`config.mk`:
```
export PLATFORM = sky130hd
export DESIGN_NAME = gus16_core
export DESIGN_NICKNAME = d
export VERILOG_FILES = /design/src/source/gus16_pkg.sv /design/src/source/gus16_fetch.sv /design/src/source/gus16_decode.sv /design/src/source/gus16_execute.sv /design/src/source/gus16_result.sv /design/src/source/gus16_core.sv
export SDC_FILE = /design/constraint.sdc
export NUM_CORES = 1
export LEC_CHECK = 0
export BUFFER_PORTS_ARGS = -buffer_cell sky130_fd_sc_hd__buf_2
export CAP_MARGIN = 20
export CORE_UTILIZATION = 30
export CTS_BUF_LIST = sky130_fd_sc_hd__clkbuf_4 sky130_fd_sc_hd__clkbuf_8
export DETAILED_ROUTE_END_ITERATION = 8
export PLACE_DENSITY = 0.47
export SYNTH_ARGS = -nofsm -noshare
export SYNTH_HDL_FRONTEND = slang
export SYNTH_SLANG_ARGS = --single-unit
```
`constraint.sdc`:
```
create_clock -name clk -period 7.42 [get_ports clk]
set_clock_uncertainty 0.1 [all_clocks]
set_input_delay 0.371 -clock clk [delete_from_list [all_inputs] [get_ports clk]]
set_output_delay 0.371 -clock clk [all_outputs]
set_load 0.03 [all_outputs]
```
`src/source/gus16_pkg.sv`:
```
/* GUS16 shared definitions */
package gus16_pkg;

	// ------------------------------------------------------------------------
	// Basic types
	// ------------------------------------------------------------------------
	localparam int WORD_BITS = 16;	// Data and address width

	typedef logic [WORD_BITS-1:0] word_t;	// One data or address word
	typedef logic [2:0] reg_idx_t;	// R0 to R7

	// ------------------------------------------------------------------------
	// Major opcode, IR[15:11]
	// Any word with IR[15] set is a conditional relative jump (JRx)
	// ------------------------------------------------------------------------
	typedef enum logic [4:0] {
		OP_ALU   = 5'b00000,	// ADD SUB ADC SBC by IR[1:0]
		OP_LOGIC = 5'b00001,	// AND OR XOR BIC by IR[1:0]
		OP_ADDI  = 5'b00010,
		OP_SUBI  = 5'b00011,
		OP_ADCI  = 5'b00100,
		OP_SBCI  = 5'b00101,
		OP_ANDI  = 5'b00110,
		OP_ORI   = 5'b00111,
		OP_XORI  = 5'b01000,
		OP_CMPI  = 5'b01001,	// SUBI without register write
		OP_LDI   = 5'b01010,	// 8-bit unsigned load
		OP_MISC  = 5'b01011,	// Shifts, NOT, NEG, LDPC, JIND
		OP_LD    = 5'b01100,
		OP_ST    = 5'b01101,
		OP_JAL   = 5'b01110	// 0111x, IR[11] is the offset sign
	} opcode_e;

	// ALU function code
	typedef enum logic [1:0] {
		FN_ADD = 2'b00,
		FN_XOR = 2'b01,
		FN_OR  = 2'b10,
		FN_AND = 2'b11
	} alu_fn_e;

	// Shift kind, selects the bit filled into the MSB
	typedef enum logic [1:0] {
		SH_NONE = 2'b00,	// Plain rotate (RORI) or no shift
		SH_SHR  = 2'b01,	// Logical, zero fill
		SH_SHRA = 2'b10,	// Arithmetic, sign fill
		SH_RORC = 2'b11	// Through carry
	} shift_e;

endpackage

```
`src/source/gus16_fetch.sv`:
```
/* GUS16 fetch stage */
`timescale 1ns/100ps

module gus16_fetch import gus16_pkg::*; (
	input  logic  clk,
	input  logic  reset,
	input  word_t cdi,	// Word on the memory bus
	input  logic  jmp,	// Load PC from busd
	input  logic  hold,	// LD or ST owns the bus this cycle
	input  word_t busd,	// Jump target
	output word_t pc,
	output word_t ir,
	output logic  opval	// IR holds an instruction to execute
);

	logic  ldpc_now;
	logic  opval_next;
	word_t pc_next;

	// LDPC reads the word after it as data, so that word is not executed
	assign ldpc_now = opval && (ir[15:11] == OP_MISC) &&
		(ir[7:5] == 3'b111) && (ir[1:0] == 2'b00);

	assign pc_next = jmp ? busd : pc + word_t'(!hold);	// Stays put during LD/ST
	assign opval_next = !(hold || ldpc_now || jmp);	// Bubble after bus use or jump

	// ------------------------------------------------------------------------
	// PC and valid flag
	// ------------------------------------------------------------------------
	always_ff @(posedge clk or posedge reset) begin
		if (reset) begin
			pc <= '0;
			opval <= 1'b0;
		end else begin
			pc <= pc_next;
			opval <= opval_next;
		end
	end

	always_ff @(posedge clk) begin
		ir <= cdi;	// Every bus word is captured
	end

	// First cycle out of reset never executes stale IR contents
	assert property (@(posedge clk) $fell(reset) |-> !opval)
		else $error("fetch: opval set in first cycle after reset");

endmodule

```
`src/source/gus16_decode.sv`:
```
/* GUS16 instruction decode */
`timescale 1ns/100ps

module gus16_decode import gus16_pkg::*; #(
	parameter reg_idx_t LINK_REG = 3'd6	// JAL return register
) (
	input  word_t      ir,
	input  logic       opval,
	input  logic       cond_true,	// Flag test for IR[14:12]
	output reg_idx_t   aa,
	output reg_idx_t   ba,
	output reg_idx_t   da,
	output word_t      busimm,
	output alu_fn_e    fn,
	output shift_e     shift,
	output logic [3:0] rot_amount,
	output logic       zab,	// Pass operand A, else zero
	output logic       ib,	// Invert operand B
	output logic       xa,	// Carry in from C flag
	output logic       imm,	// Operand B from immediate
	output logic       pca,	// Operand A from PC
	output logic       dwr,
	output logic       wrcv,
	output logic       wrzn,
	output logic       is_ld,
	output logic       is_st,
	output logic       is_ldpc,
	output logic       is_jal,
	output logic       jmp
);

	opcode_e op;
	logic    wd;
	logic    wc;
	logic    wz;
	logic    is_misc;
	logic    rori;
	logic    jind;
	logic    opimm;

	assign op = opcode_e'(ir[15:11]);

	// ------------------------------------------------------------------------
	// Control truth table
	// ------------------------------------------------------------------------
	always_comb begin
		fn = FN_OR;	// Idle passes B and writes nothing
		zab = 1'b0;
		ib = 1'b0;
		xa = 1'b0;
		shift = SH_NONE;
		imm = 1'b0;
		wd = 1'b0;
		wc = 1'b0;
		wz = 1'b0;
		pca = 1'b0;
		is_ld = opval && (op == OP_LD);
		is_st = opval && (op == OP_ST);
		if (ir[15]) begin	// JRx, PC + offset
			fn = FN_ADD; zab = 1'b1; imm = 1'b1; pca = 1'b1;
		end else if ({ir[15:12], 1'b0} == OP_JAL) begin
			fn = FN_ADD; zab = 1'b1; imm = 1'b1; pca = 1'b1; wd = 1'b1;
		end else begin
			case (op)
				OP_ALU: begin	// IR[0] subtracts, IR[1] uses carry
					fn = FN_ADD; zab = 1'b1; ib = ir[0]; xa = ir[1];
					wd = 1'b1; wc = 1'b1; wz = 1'b1;
				end
				OP_LOGIC: begin
					fn = (ir[1:0] == 2'b01) ? FN_OR : ((ir[1:0] == 2'b10) ? FN_XOR : FN_AND);
					zab = 1'b1; ib = (ir[1:0] == 2'b11); wd = 1'b1; wz = 1'b1;	// BIC
				end
				OP_ADDI, OP_SUBI, OP_ADCI, OP_SBCI: begin	// Opcode bits map like OP_ALU
					fn = FN_ADD; zab = 1'b1; ib = ir[11]; xa = ir[13]; imm = 1'b1;
					wd = 1'b1; wc = 1'b1; wz = 1'b1;
				end
				OP_ANDI: begin fn = FN_AND; zab = 1'b1; imm = 1'b1; wd = 1'b1; wz = 1'b1; end
				OP_ORI:  begin fn = FN_OR;  zab = 1'b1; imm = 1'b1; wd = 1'b1; wz = 1'b1; end
				OP_XORI: begin fn = FN_XOR; zab = 1'b1; imm = 1'b1; wd = 1'b1; wz = 1'b1; end
				OP_CMPI: begin fn = FN_ADD; zab = 1'b1; ib = 1'b1; imm = 1'b1; wc = 1'b1; wz = 1'b1; end
				OP_LDI:  begin imm = 1'b1; wd = 1'b1; end
				OP_MISC: begin
					if (!ir[7]) begin	// RORI
						wd = 1'b1; wz = 1'b1;
					end else if (ir[6:5] == 2'b00 && ir[1:0] != 2'b11) begin
						shift = (ir[1:0] == 2'b00) ? SH_RORC : shift_e'(ir[1:0]);
						wd = 1'b1; wc = 1'b1; wz = 1'b1;
					end else if (ir[6:5] == 2'b01 && !ir[1]) begin	// NOT, NEG
						fn = ir[0] ? FN_ADD : FN_OR; ib = 1'b1; wd = 1'b1; wz = 1'b1;
					end else if (ir[6:5] == 2'b11 && ir[1:0] == 2'b00) begin
						wd = 1'b1;	// LDPC
					end
				end
				OP_LD: begin fn = FN_ADD; zab = 1'b1; imm = 1'b1; wd = 1'b1; wz = 1'b1; end
				OP_ST: begin fn = FN_ADD; zab = 1'b1; imm = 1'b1; end
				default: ;
			endcase
		end
		// Both come from one opcode compare each
		assert (!(is_ld && is_st)) else $error("decode: LD and ST both active");
	end

	// ------------------------------------------------------------------------
	// Directly decoded lines
	// ------------------------------------------------------------------------
	assign is_jal = opval && ({ir[15:12], 1'b0} == OP_JAL);
	assign is_misc = opval && (op == OP_MISC);
	assign rori = is_misc && !ir[7];
	assign is_ldpc = is_misc && (ir[7:5] == 3'b111) && (ir[1:0] == 2'b00);
	assign jind = is_misc && (ir[7:5] == 3'b111) && ir[1];
	assign opimm = opval && imm && !(is_ld || is_st || is_jal || ir[15]);

	assign jmp = (opval && ir[15] && cond_true) || is_jal || jind;
	assign rot_amount = rori ? {ir[6:5], ir[1:0]} : {3'b000, shift != SH_NONE};

	assign aa = opimm ? ir[10:8] : ir[7:5];	// Immediate ops work in place
	assign ba = is_st ? ir[10:8] : ir[4:2];	// Store data register
	assign da = is_jal ? LINK_REG : ir[10:8];

	assign busimm[4:0] = ir[4:0];
	assign busimm[7:5] = (ir[15] || is_jal || opimm) ? ir[7:5] : 3'b000;
	assign busimm[15:8] = (ir[15] || is_jal) ? {{4{ir[11]}}, ir[11:8]} : 8'h00;

	assign dwr = opval && wd;
	assign wrcv = opval && wc;
	assign wrzn = opval && wz;

endmodule

```
`src/source/gus16_execute.sv`:
```
/* GUS16 ALU and shifter */
`timescale 1ns/100ps

module gus16_execute import gus16_pkg::*; (
	input  word_t      rega,
	input  word_t      regb,
	input  word_t      pc,
	input  word_t      busimm,
	input  alu_fn_e    fn,
	input  shift_e     shift,
	input  logic [3:0] rot_amount,	// Right rotate 0 to 15
	input  logic       zab,
	input  logic       ib,
	input  logic       xa,
	input  logic       imm,
	input  logic       pca,
	input  logic       cf,
	output word_t      aluf,	// Also the LD/ST address
	output word_t      y,
	output logic       cd,
	output logic       vd
);

	localparam int MSB = WORD_BITS - 1;

	word_t              alua;
	word_t              alub;
	word_t              sa;
	word_t              sb;
	logic               c0;
	logic               c15;
	logic [WORD_BITS:0] sum;
	logic               bsi0;
	word_t              bsi;
	word_t              bsl1;
	word_t              bsl2;
	word_t              bsl3;

	// ------------------------------------------------------------------------
	// Operands and ALU
	// ------------------------------------------------------------------------
	assign alua = pca ? pc : rega;
	assign alub = imm ? busimm : regb;
	assign c0 = xa ? cf : ib;	// SUB gets +1 from ib
	assign sa = zab ? alua : '0;
	assign sb = ib ? ~alub : alub;
	assign sum = {1'b0, sa} + {1'b0, sb} + {{WORD_BITS{1'b0}}, c0};

	always_comb begin
		c15 = 1'b0;
		case (fn)
			FN_ADD: begin
				aluf = sum[MSB:0];
				c15 = sum[WORD_BITS];
			end
			FN_XOR: aluf = sa ^ sb;
			FN_OR:  aluf = sa | sb;	// Also the pass-through for B
			default: aluf = sa & sb;
		endcase
	end

	// Signed overflow of the adder
	assign vd = (!sb[MSB] && !sa[MSB] && aluf[MSB]) || (sb[MSB] && sa[MSB] && !aluf[MSB]);

	// ------------------------------------------------------------------------
	// Barrel rotator, LSB replaced before rotating into the MSB
	// ------------------------------------------------------------------------
	always_comb begin
		case (shift)
			SH_SHR:  bsi0 = 1'b0;
			SH_SHRA: bsi0 = aluf[MSB];	// Sign copy
			SH_RORC: bsi0 = cf;
			default: bsi0 = aluf[0];	// Plain rotate
		endcase
	end

	assign bsi = {aluf[MSB:1], bsi0};
	assign bsl1 = rot_amount[3] ? {bsi[7:0], bsi[15:8]} : bsi;
	assign bsl2 = rot_amount[2] ? {bsl1[3:0], bsl1[15:4]} : bsl1;
	assign bsl3 = rot_amount[1] ? {bsl2[1:0], bsl2[15:2]} : bsl2;
	assign y = rot_amount[0] ? {bsl3[0], bsl3[15:1]} : bsl3;

	assign cd = (shift != SH_NONE) ? alub[0] : c15;	// Shifted-out bit or adder carry

endmodule

```
`src/source/gus16_result.sv`:
```
/* GUS16 register bank and flags */
`timescale 1ns/100ps

module gus16_result import gus16_pkg::*; (
	input  logic       clk,
	input  reg_idx_t   aa,
	input  reg_idx_t   ba,
	input  reg_idx_t   da,
	input  logic       dwr,
	input  logic       wrcv,
	input  logic       wrzn,
	input  logic       is_ld,
	input  logic       is_ldpc,
	input  logic       is_jal,
	input  word_t      y,
	input  word_t      pc,
	input  word_t      cdi,
	input  logic       cd,
	input  logic       vd,
	input  logic [2:0] cond_sel,	// IR[14:12]
	output word_t      rega,
	output word_t      regb,
	output word_t      busd,
	output logic       cf,
	output logic       cond_true
);

	word_t      regs [8];
	logic       vf;
	logic       zf;
	logic       nf;
	logic [7:0] ccond;

	assign busd = (is_ld || is_ldpc) ? cdi : y;	// Memory data or shifter

	always_ff @(posedge clk) begin
		if (dwr) regs[da] <= is_jal ? pc : busd;	// JAL links the return address
	end

	assign rega = regs[aa];
	assign regb = regs[ba];

	// ------------------------------------------------------------------------
	// Flags and jump condition
	// ------------------------------------------------------------------------
	always_ff @(posedge clk) begin
		if (wrcv) begin
			cf <= cd;
			vf <= vd;
		end
		if (wrzn) begin
			zf <= (busd == '0);
			nf <= busd[WORD_BITS-1];
		end
	end

	assign ccond = {1'b1, vf, !nf, nf, !cf, cf, !zf, zf};	// 7 is always
	assign cond_true = ccond[cond_sel];

endmodule

```
`src/source/gus16_core.sv`:
```
/* GUS16 processor core */
`timescale 1ns/100ps

module gus16_core import gus16_pkg::*; #(
	parameter reg_idx_t LINK_REG = 3'd6	// JAL return register
) (
	input  logic  clk,
	input  logic  reset,
	input  word_t cdi,	// Read data, same cycle as ca
	output word_t ca,
	output word_t cdo,
	output logic  we	// One cycle per store
);

	word_t      pc;
	word_t      ir;
	logic       opval;
	reg_idx_t   aa;
	reg_idx_t   ba;
	reg_idx_t   da;
	word_t      busimm;
	alu_fn_e    fn;
	shift_e     shift;
	logic [3:0] rot_amount;
	logic       zab;
	logic       ib;
	logic       xa;
	logic       imm;
	logic       pca;
	logic       dwr;
	logic       wrcv;
	logic       wrzn;
	logic       is_ld;
	logic       is_st;
	logic       is_ldpc;
	logic       is_jal;
	logic       jmp;
	logic       cond_true;
	word_t      rega;
	word_t      regb;
	word_t      busd;
	logic       cf;
	word_t      aluf;
	word_t      y;
	logic       cd;
	logic       vd;

	// ------------------------------------------------------------------------
	// Stages
	// ------------------------------------------------------------------------
	gus16_fetch gus16_fetch_inst (
		.clk(clk), .reset(reset), .cdi(cdi), .jmp(jmp),
		.hold(is_ld || is_st), .busd(busd),
		.pc(pc), .ir(ir), .opval(opval)
	);

	gus16_decode #(.LINK_REG(LINK_REG)) gus16_decode_inst (
		.ir(ir), .opval(opval), .cond_true(cond_true),
		.aa(aa), .ba(ba), .da(da), .busimm(busimm), .fn(fn), .shift(shift),
		.rot_amount(rot_amount), .zab(zab), .ib(ib), .xa(xa), .imm(imm), .pca(pca),
		.dwr(dwr), .wrcv(wrcv), .wrzn(wrzn), .is_ld(is_ld), .is_st(is_st),
		.is_ldpc(is_ldpc), .is_jal(is_jal), .jmp(jmp)
	);

	gus16_execute gus16_execute_inst (
		.rega(rega), .regb(regb), .pc(pc), .busimm(busimm), .fn(fn), .shift(shift),
		.rot_amount(rot_amount), .zab(zab), .ib(ib), .xa(xa), .imm(imm), .pca(pca),
		.cf(cf), .aluf(aluf), .y(y), .cd(cd), .vd(vd)
	);

	gus16_result gus16_result_inst (
		.clk(clk), .aa(aa), .ba(ba), .da(da), .dwr(dwr), .wrcv(wrcv), .wrzn(wrzn),
		.is_ld(is_ld), .is_ldpc(is_ldpc), .is_jal(is_jal), .y(y), .pc(pc), .cdi(cdi),
		.cd(cd), .vd(vd), .cond_sel(ir[14:12]),
		.rega(rega), .regb(regb), .busd(busd), .cf(cf), .cond_true(cond_true)
	);

	// ------------------------------------------------------------------------
	// Memory bus
	// ------------------------------------------------------------------------
	assign ca = (is_ld || is_st) ? aluf : pc;	// Effective address or fetch
	assign cdo = regb;
	assign we = is_st;

	// Fetch bubble after ST keeps the strobe to a single cycle
	assert property (@(posedge clk) disable iff (reset) we |=> !we)
		else $error("core: we high for two cycles");

endmodule

```
==> flow_summary.json <==
{
  "crit_slowest_cell": "or4_1",
  "wirelength_um": 39600,
  "path_common_cell": "buf_4",
  "gp_congestion": 0.886,
  "worstSetupPathType": "flop to flop",
  "synthesis.nets": 1140,
  "layout_common_cells": "edfxtp_1, nand2_1, nor2_1",
  "clock.fmax_mhz": 145,
  "ys.warnings.count": 0,
  "p_per_area_nw_per_um2": 278,
  "ant_nets": 0,
  "synth_seq_cells": 165,
  "rsz0062_at_grt": "false",
  "vdd_drop_max_mv": 0.101,
  "start_util_pct": 30.8,
  "critPathMaxFanout": 27,
  "met2_usage_pct": 34.0,
  "grt.busiest_layer": "met2",
  "drt-initial-drc-count": 834,
  "nets": 1194,
  "clk_pin_slew_worst_paths_ps": 100,
  "cts_root_buf": "clkbuf_8",
  "outcome": "finished clean",
  "endpoint_kind": "flop",
  "core_area_sq_um": 37900,
  "insertion_delay_ps": 470,
  "syn2layout_area_growth_pct": 14.1,
  "drt-wirelength-per-cell_um": 23.8,
  "crit_arrival_ps": 7120,
  "vias_per_cell": 5.66,
  "ys.flop_type": "edfxtp_1",
  "final.setup.worst_slack_ps": 522,
  "track_usage_pct": 20.4,
  "hold_path.class": "primary input to flop",
  "grt_max_degree": 31,
  "grt_pass1_vias": 9134,
  "dp_hpwl_um": 29300,
  "maxCapViolCount": 0,
  "clock-sinks": 165,
  "drive_above_1_share_pct": 22.9,
  "drv_slew": 0,
  "synthesis.area_sq_um": 11700,
  "die_y_um": 199,
  "overflow": 0,
  "critPathRequiredTime_ps": 7640,
  "synth.area.top_cells": "edfxtp_1, mux4_2, dfrtp_1",
  "synth-edff-count": 132,
  "layout_commonest_cell": "edfxtp_1",
  "async_reset_ff_share_pct": 10.3,
  "htreeDepth": 4,
  "final_cells": 1663,
  "port_buffers": 50,
  "dpl_worst_slack_ps": 383,
  "vias": 9418,
  "global_route.usage.met3_pct": 2.04,
  "setup_tns_ps": 0,
  "setup_viol": 0,
  "critPathMaxStageDelay_ps": 630,
  "drc": 0,
  "die_area_sq_um": 39700,
  "fin_crit_ps": 6900,
  "avgSynthCellArea_sq_um": 10.7,
  "min_period_over_period_pct": 93.0,
  "cts_tree": "built",
  "grt_pass1_wl_um": 59000,
  "dp_cells": 1614,
  "startpoint_type": "flop",
  "die_x_um": 199,
  "cts-buffers-inserted": 17,
  "antenna_found_initial": 1,
  "pin_count": 51,
  "syn_inst": 1086,
  "stdcell_area_sq_um": 13300,
  "synth_seq_area_share_pct": 40.4,
  "clk_path_buf_depth": 2,
  "met1_usage_pct": 27.7,
  "n_antenna_cell": 0,
  "rows": 71,
  "synth_top_cell_area_share_pct": 34.0,
  "dr.pass1.iters": 6,
  "p_leak_nw": 5.04,
  "yosys.area.top_type": "edfxtp_1",
  "tightestPinTransition_ps": 872,
  "finalHoldViolCount": 0,
  "dpl_cell_area_sq_um": 12700,
  "maxSlewHeadroom_pct": 41.9,
  "synth.distinct_cells": 89
}
## synth_stat cells (6+ instances only)
| cell | n |
|---|---|
| clkbuf_1 | 54 |
| ha_1 | 34 |
| a22o_1 | 7 |
| nor2b_1 | 9 |
| o31ai_1 | 8 |
| nand4_1 | 10 |
| buf_2 | 11 |
| o211ai_1 | 14 |
| mux2i_1 | 40 |
| mux2_2 | 25 |
| or3_1 | 8 |
| dfxtp_1 | 16 |
| a31oi_1 | 7 |
| o221ai_1 | 8 |
| a211oi_1 | 11 |
| and3_1 | 14 |
| nand2_1 | 109 |
| o211a_1 | 22 |
| inv_1 | 46 |
| nor3_1 | 18 |
| mux4_2 | 64 |
| o21a_1 | 6 |
| xnor2_1 | 7 |
| buf_1 | 9 |
| and2_1 | 8 |
| nand3_1 | 24 |
| a22oi_1 | 7 |
| a21o_1 | 10 |
| nor2_1 | 101 |
| edfxtp_1 | 132 |
| a21oi_1 | 44 |
| o21ai_0 | 43 |
| xor2_1 | 27 |
| nand2b_1 | 7 |
| dfrtp_1 | 17 |
## through the flow
stage          total power [mW]  hold slack, ps  util [%]
2_1_floorplan              2.45             197         -
3_3_place_gp               3.02             420      33.5
3_5_place_dp               3.02             424      33.5
4_1_cts                    3.67             438      34.9
5_1_grt                    3.90             459      35.1
6_report                   3.70             468      35.1
## flip-flops by register name, indices dropped and copies added (netlist names)
signal,flops
gus16_result_inst.regs,128
gus16_fetch_inst.ir,16
gus16_fetch_inst.pc,16
gus16_fetch_inst.opval,1
gus16_result_inst.cf,1
gus16_result_inst.nf,1
gus16_result_inst.vf,1
gus16_result_inst.zf,1
## cell type report
class	instances	area (sq um)
fill	3802	24600
multi-input combinational	798	6640
sequential	165	4710
timing repair buffer	111	774
tap	511	639
clock buffer	19	249
inverter	47	176
clock inverter	12	130
## critical path: cells and delay by family (launching register included)
kind                       cells  cell delay (ps)
AOI/OAI and AO/OA              8             1700
DFF                            1              350
and+or+nand+nor                9             2060
buffers and inverters          4             1090
muxes                          3              970
adders and majority gates      1              480
## cells by family after synthesis
family	synth area share [%]
DFF	40.4
muxes	18.5
xor gates and xnor gates	2.55
AOI/OAI and AO/OA	15.9
adders and majority gates	3.99
and+or+nand+nor	14.5
buffers and inverters	4.17
## path summary, 6_finish.rpt
check                                                   from  depth (start not counted)  slack (ps)                                end
max                          gus16_fetch_inst.ir[15]$_DFF_P_                         25         520     gus16_result_inst.zf$_DFFE_PP_
min                                                   cdi[1]                          2         470     gus16_fetch_inst.ir[1]$_DFF_P_
max reg2reg                  gus16_fetch_inst.ir[15]$_DFF_P_                         25         520     gus16_result_inst.zf$_DFFE_PP_
min reg2reg                gus16_fetch_inst.pc[15]$_DFF_PP0_                          2         570  gus16_fetch_inst.pc[15]$_DFF_PP0_
max in group asynchronous                              reset                          3        6170   gus16_fetch_inst.pc[3]$_DFF_PP0_
min in group asynchronous                              reset                          3         530   gus16_fetch_inst.opval$_DFF_PP0_
## repair_timing
| action | in CTS | in global routing |
|---|---|---|
| buffers inserted | 0 | 1 |
| hold buffers | 17 | 0 |
| resized for setup | 0 | 12 |
| hold endpoints to repair | 33 | 0 |
| endpoints found under the setup margin | 0 | 33 |
## per-layer routing
layer	up-vias	wire, um
li1	4266	-
met2	270	19200
met5	-	0
met4	0	1010
met1	4831	17800
met3	51	1620
## where the power goes
part | leakage, nW | internal, mW | switching (mW)
Clock | 0.184 | 0.304 | 0.340
Sequential | 1.52 | 1.20 | 0.118
Combinational | 3.34 | 0.636 | 1.10
Note: power is estimated with default switching activity, not from simulation.
